File: config.mk
export PLATFORM = sky130hd
export DESIGN_NAME = cipher_top
export DESIGN_NICKNAME = d
export VERILOG_FILES = /design/src/common/cipher_pkg.sv /design/src/common/lane_bus_if.sv /design/src/common/stream_ctrl_if.sv /design/src/cipher_top.sv /design/src/engine/cipher_lane.sv /design/src/stream/cipher_sink.sv /design/src/stream/cipher_source.sv /design/src/ctrl/cipher_ctrl_fsm.sv /design/src/ctrl/cipher_regfile.sv
export SDC_FILE = /design/constraint.sdc
export NUM_CORES = 1
export LEC_CHECK = 0
export BUFFER_PORTS_ARGS = -buffer_cell sky130_fd_sc_hd__clkbuf_2
export CELL_PAD_IN_SITES_DETAIL_PLACEMENT = 0
export CELL_PAD_IN_SITES_GLOBAL_PLACEMENT = 2
export CORE_ASPECT_RATIO = 0.75
export CORE_UTILIZATION = 30
export CTS_CLUSTER_DIAMETER = 60
export CTS_CLUSTER_SIZE = 24
export DETAILED_ROUTE_END_ITERATION = 8
export GPL_ROUTABILITY_DRIVEN = 0
export PLACE_DENSITY_LB_ADDON = 0.15
export SYNTH_ARGS = -nofsm -noshare
export SYNTH_HDL_FRONTEND = slang
export SYNTH_SLANG_ARGS = --single-unit
export TNS_END_PERCENT = 50
File: constraint.sdc
create_clock -name clk_i -period 7.35 [get_ports clk_i]
set_clock_uncertainty 0.05 [all_clocks]
set_input_delay 0 -clock clk_i [delete_from_list [all_inputs] [get_ports clk_i]]
set_output_delay 0 -clock clk_i [all_outputs]
set_load 0.03 [all_outputs]
File: src/common/cipher_pkg.sv
/*
 * Cipher accelerator package
 * Sizes, register map, control states and the job configuration
 */
`default_nettype none

package cipher_pkg;

  // Datapath and stream sizes
  localparam int NUM_LANES = 4;
  localparam int DATA_W    = 32;
  localparam int ADDR_W    = 16;
  localparam int LEN_W     = 16;
  localparam int ROT_AMT   = 5;

  // Lane index width and the index of the last lane in a beat
  localparam int                LANE_W    = $clog2(NUM_LANES);
  localparam logic [LANE_W-1:0] LAST_LANE = LANE_W'(NUM_LANES - 1);

  // Configuration register map
  typedef enum logic [2:0] {
    REG_TEXT = 3'd0,
    REG_KEY  = 3'd1,
    REG_RC   = 3'd2,
    REG_OUT  = 3'd3,
    REG_LEN  = 3'd4
  } reg_addr_e;

  // Job sequencer states
  typedef enum logic [2:0] {
    CTRL_IDLE,
    CTRL_START,
    CTRL_WAIT,
    CTRL_COMPUTE,
    CTRL_TERMINATE
  } ctrl_state_e;

  // Word base addresses of the four streams and the job length in beats
  typedef struct packed {
    logic [ADDR_W-1:0] text_base;
    logic [ADDR_W-1:0] key_base;
    logic [ADDR_W-1:0] rc_base;
    logic [ADDR_W-1:0] out_base;
    logic [LEN_W-1:0]  num_beats;
  } cipher_cfg_t;

endpackage

`default_nettype wire
File: src/common/lane_bus_if.sv
/*
 * Lane operand bus
 * One beat of text, key and constant words with its valid pulse
 */
`timescale 1ns/100ps
`default_nettype none

interface lane_bus_if;

  logic beat_valid;
  // One word per lane
  logic [cipher_pkg::NUM_LANES-1:0][cipher_pkg::DATA_W-1:0] text;
  logic [cipher_pkg::NUM_LANES-1:0][cipher_pkg::DATA_W-1:0] key;
  logic [cipher_pkg::NUM_LANES-1:0][cipher_pkg::DATA_W-1:0] rc;

  modport src (
    output beat_valid,
    output text,
    output key,
    output rc
  );

  modport lane (
    input beat_valid,
    input text,
    input key,
    input rc
  );

endinterface

`default_nettype wire

File: src/common/stream_ctrl_if.sv
/*
 * Streamer control interface
 * Start request and job bounds from the sequencer, status back
 */
`timescale 1ns/100ps
`default_nettype none

interface stream_ctrl_if;

  logic                         req_start;
  logic [cipher_pkg::ADDR_W-1:0] base_addr;
  logic [cipher_pkg::LEN_W-1:0]  num_beats;
  logic                         ready_start;
  // Beats completed since the last req_start
  logic [cipher_pkg::LEN_W-1:0]  beat_cnt;

  modport ctrl (
    output req_start,
    output base_addr,
    output num_beats,
    input  ready_start,
    input  beat_cnt
  );

  modport streamer (
    input  req_start,
    input  base_addr,
    input  num_beats,
    output ready_start,
    output beat_cnt
  );

endinterface

`default_nettype wire

File: src/cipher_top.sv
/*
 * Streaming cipher accelerator top level
 */
`timescale 1ns/100ps
`default_nettype none

module cipher_top (
  input  logic                          clk_i,
  input  logic                          rst_ni,
  input  logic                          cfg_we_i,
  input  cipher_pkg::reg_addr_e         cfg_addr_i,
  input  logic [cipher_pkg::DATA_W-1:0] cfg_wdata_i,
  input  logic                          start_i,
  output logic                          busy_o,
  output logic                          done_o,
  output logic                          rd_req_o,
  output logic [cipher_pkg::ADDR_W-1:0] rd_addr_o,
  input  logic [cipher_pkg::DATA_W-1:0] rd_data_i,
  output logic                          wr_req_o,
  output logic [cipher_pkg::ADDR_W-1:0] wr_addr_o,
  output logic [cipher_pkg::DATA_W-1:0] wr_data_o
);

  cipher_pkg::cipher_cfg_t                                 cfg;
  logic [cipher_pkg::NUM_LANES-1:0]                        res_valid;
  logic [cipher_pkg::NUM_LANES-1:0][cipher_pkg::DATA_W-1:0] res;

  stream_ctrl_if src_ctrl ();
  stream_ctrl_if snk_ctrl ();
  lane_bus_if    beat_bus ();
  lane_bus_if    lane_bus [cipher_pkg::NUM_LANES] ();

  cipher_regfile u_regfile (
    .clk_i,
    .rst_ni,
    .cfg_we_i,
    .cfg_addr_i,
    .cfg_wdata_i,
    .busy_i (busy_o),
    .cfg_o  (cfg)
  );

  cipher_ctrl_fsm u_ctrl (
    .clk_i,
    .rst_ni,
    .start_i,
    .cfg_i    (cfg),
    .src_ctrl (src_ctrl),
    .snk_ctrl (snk_ctrl),
    .busy_o,
    .done_o
  );

  cipher_source u_source (
    .clk_i,
    .rst_ni,
    .ctrl  (src_ctrl),
    .cfg_i (cfg),
    .rd_req_o,
    .rd_addr_o,
    .rd_data_i,
    .beat  (beat_bus)
  );

  for (genvar l = 0; l < cipher_pkg::NUM_LANES; l++) begin : gen_lane
    assign lane_bus[l].beat_valid = beat_bus.beat_valid;
    // Rotate the beat so that word l lands in slot 0
    for (genvar w = 0; w < cipher_pkg::NUM_LANES; w++) begin : gen_slot
      assign lane_bus[l].text[w] = beat_bus.text[(l + w) % cipher_pkg::NUM_LANES];
      assign lane_bus[l].key[w]  = beat_bus.key[(l + w) % cipher_pkg::NUM_LANES];
      assign lane_bus[l].rc[w]   = beat_bus.rc[(l + w) % cipher_pkg::NUM_LANES];
    end

    cipher_lane u_lane (
      .clk_i,
      .rst_ni,
      .beat        (lane_bus[l]),
      .res_o       (res[l]),
      .res_valid_o (res_valid[l])
    );
  end

  // Lanes run in lockstep, lane 0 strobes the sink
  cipher_sink u_sink (
    .clk_i,
    .rst_ni,
    .ctrl        (snk_ctrl),
    .res_valid_i (res_valid[0]),
    .res_i       (res),
    .wr_req_o,
    .wr_addr_o,
    .wr_data_o
  );

endmodule

`default_nettype wire

File: src/engine/cipher_lane.sv
/*
 * Cipher lane
 * Two stage pipeline: rotl(text ^ key) then add the round constant
 */
`timescale 1ns/100ps
`default_nettype none

module cipher_lane (
  input  logic                          clk_i,
  input  logic                          rst_ni,
  lane_bus_if.lane                      beat,
  output logic [cipher_pkg::DATA_W-1:0] res_o,
  output logic                          res_valid_o
);

  logic [cipher_pkg::DATA_W-1:0] mix;
  logic [cipher_pkg::DATA_W-1:0] s1_mix_q;
  logic [cipher_pkg::DATA_W-1:0] s1_rc_q;
  logic                          s1_valid_q;

  // Own word sits in slot 0 of the lane view
  assign mix = beat.text[0] ^ beat.key[0];

  always_ff @(posedge clk_i or negedge rst_ni) begin
    if (!rst_ni) begin
      s1_valid_q  <= 1'b0;
      res_valid_o <= 1'b0;
    end else begin
      s1_valid_q  <= beat.beat_valid;
      res_valid_o <= s1_valid_q;
    end
  end

  always_ff @(posedge clk_i) begin
    s1_mix_q <= (mix << cipher_pkg::ROT_AMT) | (mix >> (cipher_pkg::DATA_W - cipher_pkg::ROT_AMT));
    s1_rc_q  <= beat.rc[0];
    // Sum wraps modulo 2^32
    res_o    <= s1_mix_q + s1_rc_q;
  end

endmodule

`default_nettype wire

File: src/stream/cipher_sink.sv
/*
 * Sink streamer
 * Serializes lane results to the write port and counts written beats
 */
`timescale 1ns/100ps
`default_nettype none

module cipher_sink (
  input  logic                                                    clk_i,
  input  logic                                                    rst_ni,
  stream_ctrl_if.streamer                                         ctrl,
  input  logic                                                    res_valid_i,
  input  logic [cipher_pkg::NUM_LANES-1:0][cipher_pkg::DATA_W-1:0] res_i,
  output logic                                                    wr_req_o,
  output logic [cipher_pkg::ADDR_W-1:0]                           wr_addr_o,
  output logic [cipher_pkg::DATA_W-1:0]                           wr_data_o
);

  logic                                                    busy_q;
  logic                                                    wr_active_q;
  logic [cipher_pkg::LANE_W-1:0]                           lane_q;
  logic [cipher_pkg::ADDR_W-1:0]                           word_q;
  logic [cipher_pkg::ADDR_W-1:0]                           out_base_q;
  logic [cipher_pkg::LEN_W-1:0]                            num_beats_q;
  logic [cipher_pkg::LEN_W-1:0]                            beat_cnt_q;
  logic [cipher_pkg::NUM_LANES-1:0][cipher_pkg::DATA_W-1:0] res_q;
  logic                                                    wr_last;

  assign wr_last = wr_active_q && (lane_q == cipher_pkg::LAST_LANE);

  always_ff @(posedge clk_i or negedge rst_ni) begin
    if (!rst_ni) begin
      busy_q      <= 1'b0;
      wr_active_q <= 1'b0;
      lane_q      <= '0;
      word_q      <= '0;
      out_base_q  <= '0;
      num_beats_q <= '0;
      beat_cnt_q  <= '0;
    end else if (ctrl.req_start) begin
      busy_q      <= 1'b1;
      wr_active_q <= 1'b0;
      lane_q      <= '0;
      word_q      <= '0;
      out_base_q  <= ctrl.base_addr;
      num_beats_q <= ctrl.num_beats;
      beat_cnt_q  <= '0;
    end else begin
      if (res_valid_i) begin
        wr_active_q <= 1'b1;
      end else if (wr_last) begin
        wr_active_q <= 1'b0;
      end
      // One lane word per cycle
      if (wr_active_q) begin
        lane_q <= lane_q + 1'b1;
        word_q <= word_q + 1'b1;
      end
      if (wr_last) begin
        beat_cnt_q <= beat_cnt_q + 1'b1;
        if ((beat_cnt_q + 1'b1) == num_beats_q) begin
          busy_q <= 1'b0;
        end
      end
    end
  end

  always_ff @(posedge clk_i) begin
    if (res_valid_i) begin
      res_q <= res_i;
    end
  end

  assign wr_req_o  = wr_active_q;
  assign wr_addr_o = out_base_q + word_q;
  assign wr_data_o = res_q[lane_q];

  assign ctrl.ready_start = !busy_q;
  assign ctrl.beat_cnt    = beat_cnt_q;

  // Source pacing must leave room to drain a beat
  assert property (@(posedge clk_i) disable iff (!rst_ni)
    res_valid_i |-> !wr_active_q);

endmodule

`default_nettype wire

File: src/stream/cipher_source.sv
/*
 * Source streamer
 * Reads text, key and constant words per lane and presents whole beats
 */
`timescale 1ns/100ps
`default_nettype none

module cipher_source (
  input  logic                          clk_i,
  input  logic                          rst_ni,
  stream_ctrl_if.streamer               ctrl,
  input  cipher_pkg::cipher_cfg_t       cfg_i,
  output logic                          rd_req_o,
  output logic [cipher_pkg::ADDR_W-1:0] rd_addr_o,
  input  logic [cipher_pkg::DATA_W-1:0] rd_data_i,
  lane_bus_if.src                       beat
);

  // Read order inside one lane
  typedef enum logic [1:0] {
    STR_TEXT,
    STR_KEY,
    STR_RC
  } stream_e;

  logic                                                    busy_q;
  logic                                                    issue_q;
  stream_e                                                 str_q;
  logic [cipher_pkg::LANE_W-1:0]                           lane_q;
  logic [cipher_pkg::ADDR_W-1:0]                           word_q;
  logic [cipher_pkg::LEN_W-1:0]                            issue_beat_q;
  logic [cipher_pkg::LEN_W-1:0]                            beat_cnt_q;
  logic [cipher_pkg::ADDR_W-1:0]                           text_base_q;
  logic [cipher_pkg::LEN_W-1:0]                            num_beats_q;
  logic                                                    rsp_valid_q;
  stream_e                                                 rsp_str_q;
  logic [cipher_pkg::LANE_W-1:0]                           rsp_lane_q;
  logic                                                    beat_valid_q;
  logic [cipher_pkg::NUM_LANES-1:0][cipher_pkg::DATA_W-1:0] text_q;
  logic [cipher_pkg::NUM_LANES-1:0][cipher_pkg::DATA_W-1:0] key_q;
  logic [cipher_pkg::NUM_LANES-1:0][cipher_pkg::DATA_W-1:0] rc_q;
  logic [cipher_pkg::ADDR_W-1:0]                           base;
  logic                                                    lane_end;
  logic                                                    rsp_last;

  assign lane_end = issue_q && (str_q == STR_RC);
  // Last word of a beat comes back from memory
  assign rsp_last = rsp_valid_q && (rsp_str_q == STR_RC) && (rsp_lane_q == cipher_pkg::LAST_LANE);

  always_ff @(posedge clk_i or negedge rst_ni) begin
    if (!rst_ni) begin
      busy_q       <= 1'b0;
      issue_q      <= 1'b0;
      str_q        <= STR_TEXT;
      lane_q       <= '0;
      word_q       <= '0;
      issue_beat_q <= '0;
      beat_cnt_q   <= '0;
      text_base_q  <= '0;
      num_beats_q  <= '0;
      rsp_valid_q  <= 1'b0;
      rsp_str_q    <= STR_TEXT;
      rsp_lane_q   <= '0;
      beat_valid_q <= 1'b0;
    end else begin
      // Tag of the word returning next cycle
      rsp_valid_q  <= issue_q;
      rsp_str_q    <= str_q;
      rsp_lane_q   <= lane_q;
      beat_valid_q <= rsp_last;
      if (ctrl.req_start) begin
        busy_q       <= 1'b1;
        issue_q      <= 1'b1;
        str_q        <= STR_TEXT;
        lane_q       <= '0;
        word_q       <= '0;
        issue_beat_q <= '0;
        beat_cnt_q   <= '0;
        text_base_q  <= ctrl.base_addr;
        num_beats_q  <= ctrl.num_beats;
      end else begin
        if (issue_q && !lane_end) begin
          str_q <= stream_e'(str_q + 2'd1);
        end
        if (lane_end) begin
          str_q  <= STR_TEXT;
          lane_q <= lane_q + 1'b1;
          word_q <= word_q + 1'b1;
          if (lane_q == cipher_pkg::LAST_LANE) begin
            issue_beat_q <= issue_beat_q + 1'b1;
            if ((issue_beat_q + 1'b1) == num_beats_q) begin
              issue_q <= 1'b0;
            end
          end
        end
        if (rsp_last) begin
          beat_cnt_q <= beat_cnt_q + 1'b1;
          if ((beat_cnt_q + 1'b1) == num_beats_q) begin
            busy_q <= 1'b0;
          end
        end
      end
    end
  end

  // Beat registers
  always_ff @(posedge clk_i) begin
    if (rsp_valid_q) begin
      case (rsp_str_q)
        STR_TEXT: text_q[rsp_lane_q] <= rd_data_i;
        STR_KEY:  key_q[rsp_lane_q]  <= rd_data_i;
        default:  rc_q[rsp_lane_q]   <= rd_data_i;
      endcase
    end
  end

  always_comb begin
    case (str_q)
      STR_TEXT: base = text_base_q;
      STR_KEY:  base = cfg_i.key_base;
      default:  base = cfg_i.rc_base;
    endcase
  end

  assign rd_req_o  = issue_q;
  assign rd_addr_o = base + word_q;

  assign ctrl.ready_start = !busy_q;
  assign ctrl.beat_cnt    = beat_cnt_q;

  assign beat.beat_valid = beat_valid_q;
  assign beat.text       = text_q;
  assign beat.key        = key_q;
  assign beat.rc         = rc_q;

endmodule

`default_nettype wire

File: src/ctrl/cipher_ctrl_fsm.sv
/*
 * Job sequencer
 * Launches the streamers, waits for the last output beat, signals done
 */
`timescale 1ns/100ps
`default_nettype none

module cipher_ctrl_fsm (
  input  logic                    clk_i,
  input  logic                    rst_ni,
  input  logic                    start_i,
  input  cipher_pkg::cipher_cfg_t cfg_i,
  stream_ctrl_if.ctrl             src_ctrl,
  stream_ctrl_if.ctrl             snk_ctrl,
  output logic                    busy_o,
  output logic                    done_o
);

  cipher_pkg::ctrl_state_e state_q;
  cipher_pkg::ctrl_state_e state_d;
  logic                    both_ready;
  logic                    start_req;

  assign both_ready = src_ctrl.ready_start && snk_ctrl.ready_start;

  always_ff @(posedge clk_i or negedge rst_ni) begin
    if (!rst_ni) begin
      state_q <= cipher_pkg::CTRL_IDLE;
    end else begin
      state_q <= state_d;
    end
  end

  always_comb begin
    state_d   = state_q;
    start_req = 1'b0;
    done_o    = 1'b0;
    case (state_q)
      cipher_pkg::CTRL_IDLE: begin
        if (start_i) begin
          state_d = cipher_pkg::CTRL_START;
        end
      end
      cipher_pkg::CTRL_START: begin
        // Launch at once if both streamers are idle
        if (both_ready) begin
          start_req = 1'b1;
          state_d   = cipher_pkg::CTRL_COMPUTE;
        end else begin
          state_d = cipher_pkg::CTRL_WAIT;
        end
      end
      cipher_pkg::CTRL_WAIT: begin
        if (both_ready) begin
          start_req = 1'b1;
          state_d   = cipher_pkg::CTRL_COMPUTE;
        end
      end
      cipher_pkg::CTRL_COMPUTE: begin
        // Sink counter was cleared by req_start
        if (snk_ctrl.beat_cnt == cfg_i.num_beats) begin
          state_d = cipher_pkg::CTRL_TERMINATE;
        end
      end
      cipher_pkg::CTRL_TERMINATE: begin
        if (both_ready) begin
          done_o  = 1'b1;
          state_d = cipher_pkg::CTRL_IDLE;
        end
      end
      default: state_d = cipher_pkg::CTRL_IDLE;
    endcase
  end

  // Both streamers start on the same cycle
  assign src_ctrl.req_start = start_req;
  assign snk_ctrl.req_start = start_req;
  assign src_ctrl.base_addr = cfg_i.text_base;
  assign snk_ctrl.base_addr = cfg_i.out_base;
  assign src_ctrl.num_beats = cfg_i.num_beats;
  assign snk_ctrl.num_beats = cfg_i.num_beats;

  assign busy_o = (state_q != cipher_pkg::CTRL_IDLE);

  // Launched streamers drop ready until their job is over
  assert property (@(posedge clk_i) disable iff (!rst_ni)
    start_req |=> !src_ctrl.ready_start && !snk_ctrl.ready_start);

  // A zero length job would never reach the beat count
  assert property (@(posedge clk_i) disable iff (!rst_ni)
    (state_q == cipher_pkg::CTRL_IDLE && start_i) |-> cfg_i.num_beats != '0);

endmodule

`default_nettype wire

File: src/ctrl/cipher_regfile.sv
/*
 * Configuration register bank
 * Stream bases and job length, frozen while a job is running
 */
`timescale 1ns/100ps
`default_nettype none

module cipher_regfile (
  input  logic                          clk_i,
  input  logic                          rst_ni,
  input  logic                          cfg_we_i,
  input  cipher_pkg::reg_addr_e         cfg_addr_i,
  input  logic [cipher_pkg::DATA_W-1:0] cfg_wdata_i,
  input  logic                          busy_i,
  output cipher_pkg::cipher_cfg_t       cfg_o
);

  cipher_pkg::cipher_cfg_t cfg_q;

  always_ff @(posedge clk_i or negedge rst_ni) begin
    if (!rst_ni) begin
      cfg_q <= '0;
    end else if (cfg_we_i && !busy_i) begin
      case (cfg_addr_i)
        cipher_pkg::REG_TEXT: cfg_q.text_base <= cfg_wdata_i[cipher_pkg::ADDR_W-1:0];
        cipher_pkg::REG_KEY:  cfg_q.key_base  <= cfg_wdata_i[cipher_pkg::ADDR_W-1:0];
        cipher_pkg::REG_RC:   cfg_q.rc_base   <= cfg_wdata_i[cipher_pkg::ADDR_W-1:0];
        cipher_pkg::REG_OUT:  cfg_q.out_base  <= cfg_wdata_i[cipher_pkg::ADDR_W-1:0];
        cipher_pkg::REG_LEN:  cfg_q.num_beats <= cfg_wdata_i[cipher_pkg::LEN_W-1:0];
        default: ;
      endcase
    end
  end

  assign cfg_o = cfg_q;

  // Host writes must hit a mapped register
  assert property (@(posedge clk_i) disable iff (!rst_ni)
    cfg_we_i |-> cfg_addr_i inside {cipher_pkg::REG_TEXT, cipher_pkg::REG_KEY,
                                    cipher_pkg::REG_RC, cipher_pkg::REG_OUT,
                                    cipher_pkg::REG_LEN});

endmodule

`default_nettype wire

==> impl_metrics.toml <==
[outcome]
status = "completed"

[synth]
synth_area_leaders = "edfxtp_1 (36%), dfxtp_1 (18%), dfrtp_1 (13%)"
synth_edf_count = 512
ys_async_sr_fraction_pct = 20.36
synth_top_area_share_pct = 35.59
syn-instance-count = 3060
ys_top_cells_by_count = "edfxtp_1 (512), dfxtp_1 (384), xor2_1 (244)"
synthFlopType = "edfxtp_1"
yosysUniqueCellTypes = 74
yosysTopAreaCell = "edfxtp_1"
ys_seq_area_share_pct = 66.66
synth_area_per_cell_um2 = 14.12
yosys.cell_count.top_type = "edfxtp_1"
ys_warn_count = 0
synth_seq_cells = 1125
syn_nets = 3299
netlist_area_mm2 = 0.04320

[clock_tree]
cts_htree_levels = 3
cts_inserted_buffers = 92
path_clk_slew_ns = 0.08
cts_num_sinks = 1125
clk_path_buf_depth = 3
cts_hold_buf = 59
clk_latency_ns = 0.73
post_cts_buffers = 0
cts_tree = "done"
root_buffer = "clkbuf_16"
cts_resized = 0

[worst_setup_path]
crit_chain = "mux2i_1 > o21ai_0 > ha_1 > a21oi_1 > o21ai_0 > a31oi_1 > o21ai_0 > o41ai_1 > o21bai_1 > a21oi_1 > xnor2_1 > clkbuf_2"
cp_slowest_cell = "dfrtp_1"
cp_common_cell = "o21ai_0"
crit_path_max_fanout = 8
cp-start-kind = "flip-flop"
worst-endpoint-required_ns = 7.30
crit_arrival_ns = 4.47
critPathKind = "flip-flop to output pin"
critical_path.endpoint_type = "output pin"
critical_path.max_stage_delay_ns = 0.67

[detailed_routing]
dr.pass1.iters = 7
drt-total-wl_um = 109800
drtIter0Drc = 1898
wl_per_cell_um = 20.88
drc = 0
antenna_left = 0
viasPerCell = 4.643
via_count = 24414

[global_route]
globalRouteOverflowTotal = 0
grt_max_degree = 145
grtUsageTotal_pct = 15.08
antenna_found_initial = 16
grt_pass1_wl_um = 160700
grt_pass1_vias = 24004

[cells_and_area]
final_cells = 5258
layout-drive-gt1-share_pct = 15.34
fin_nets = 3522
fillCellCount = 13778
area_growth_pct = 16.08

[floorplanning]
die_h_um = 330.6
boundaryPins = 139
initial_core_util_pct = 30.25
rows = 120
die_w_um = 440.2
core_mm2 = 0.1428
die-area_mm2 = 0.1455

[timing]
drv_slew = 0
period_minus_slack_ns = 4.523
rsz0062_at_grt = "no"
period_share_pct = 61.54
setup_violations = 0
fmax_mhz = 221.1
slew_headroom_pct = 25.00
tightest_slew_ns = 1.116
fin_tns_setup_ns = 0
hold_viol = 0

[pwr]
ir_drop_uv = 185.2
p_per_area_mw_per_mm2 = 405.1
p_leak_nw = 19.74

[place]
dp_hpwl_um = 73700
portBuffers = 122
dpl.cell_count = 5021

[job]
maxCapViolations = 0

[hold_path]
min_path_type = "input port to flip-flop"
-- per-stage QoR --
step / total power, mW / hold slack [ns] / utilization [%] / instance area [um2] / worst slack (ns)
6_report: 20.31 / 0.1444 / 35.12 / 50140 / 2.827
5_1_grt: 21.50 / 0.1031 / 35.11 / 50130 / 2.410
4_1_cts: 20.64 / 0.07519 / 35.11 / 50130 / 2.731
3_5_place_dp: 15.20 / 0.1493 / 32.36 / 46200 / 3.007
3_3_place_gp: 15.11 / 0.1392 / 32.36 / 46200 / 2.956
2_1_floorplan: 13.01 / -0.3456 / - / 43200 / 3.283
-- layout make-up --
type,count,area (um2),share of cell area (%)
clock buffers,99,2360,4.706
clock inverters,75,964.7,1.924
flip-flops and latches,1125,28800,57.44
well taps,1891,2366,4.719
multi-input cells,1817,14050,28.03
diodes,4,10.01,0.01996
inverters,40,150.1,0.2994
repair buffers,207,1436,2.865
-- flip-flops by register name, summed over array words and instances, names as in the netlist, 80 cells and up --
name	cells
gen_lane.u_lane.s1_mix_q	128
u_regfile.cfg_o	80
gen_lane.u_lane.s1_rc_q	128
gen_lane.u_lane.res_o	128
u_source.beat.text	128
u_sink.res_q	128
u_source.beat.rc	128
u_source.beat.key	128
-- metal layers --
metal  up-vias  global-route usage [%]  wire length [um]
li1      11566                       -                 -
met1     12303                   23.94             58790
met2       411                   21.12             44840
met3       132                   2.359              4144
met4         2                   3.427              1984
met5         -                       0                12
-- where the power goes --
part / total, mW / switching (mW) / internal (mW)
clock network: 5.31 / 2.72 / 2.58
registers: 9.18 / 0.885 / 8.30
logic: 5.82 / 3.57 / 2.26
-- cells by family after synthesis --
kind of cell	count (synthesis)	share of synthesized area [%]
buffers and inverters	118	1.034
and+or+nand+nor	580	6.436
AOI/OAI and AO/OA	471	6.972
muxes	178	5.417
xor gates and xnor gates	420	8.516
adders and majority gates	168	4.970
DFF	1125	66.66
-- path summary, 6_finish.rpt --
path | startpoint | to | slack, ns | depth (start not counted)
max | u_source.str_q[0] | rd_addr_o[15] | 2.83 | 12
max reg2reg | gen_lane[3].u_lane.s1_rc_q[0] | gen_lane[3].u_lane.res_o[30] | 2.83 | 11
min reg2reg | u_source.beat.rc[10] | gen_lane[0].u_lane.s1_rc_q[10] | 0.28 | 0
min in group asynchronous | rst_ni | u_regfile.cfg_o[3] | 0.29 | 3
min | cfg_wdata_i[14] | u_regfile.cfg_o[30] | 0.14 | 3
max in group asynchronous | rst_ni | u_source.word_q[4] | 5.82 | 4
-- worst max-delay path, delay by kind of cell (launching register included) --
kind / cells / cell delay (ns)
AO/OA/AOI/OAI: 8 / 2.19
XOR/XNOR: 1 / 0.14
adder cells (fa/ha/maj): 1 / 0.36
buffers and inverters: 1 / 0.24
flip-flops: 1 / 0.67
multiplexers: 1 / 0.14
-- cells in the final DEF (no fill, tap or decap), types with 93 or more instances in the layout --
cell / n
xnor2_1: 176
ha_1: 162
dfxtp_1: 384
nor2_1: 175
o21ai_0: 100
xor2_1: 244
clkbuf_16: 93
mux2_2: 126
clkbuf_2: 121
edfxtp_1: 512
dfrtp_1: 226
nand2_1: 125
a21oi_1: 145
(Power assumes the default switching activity.)
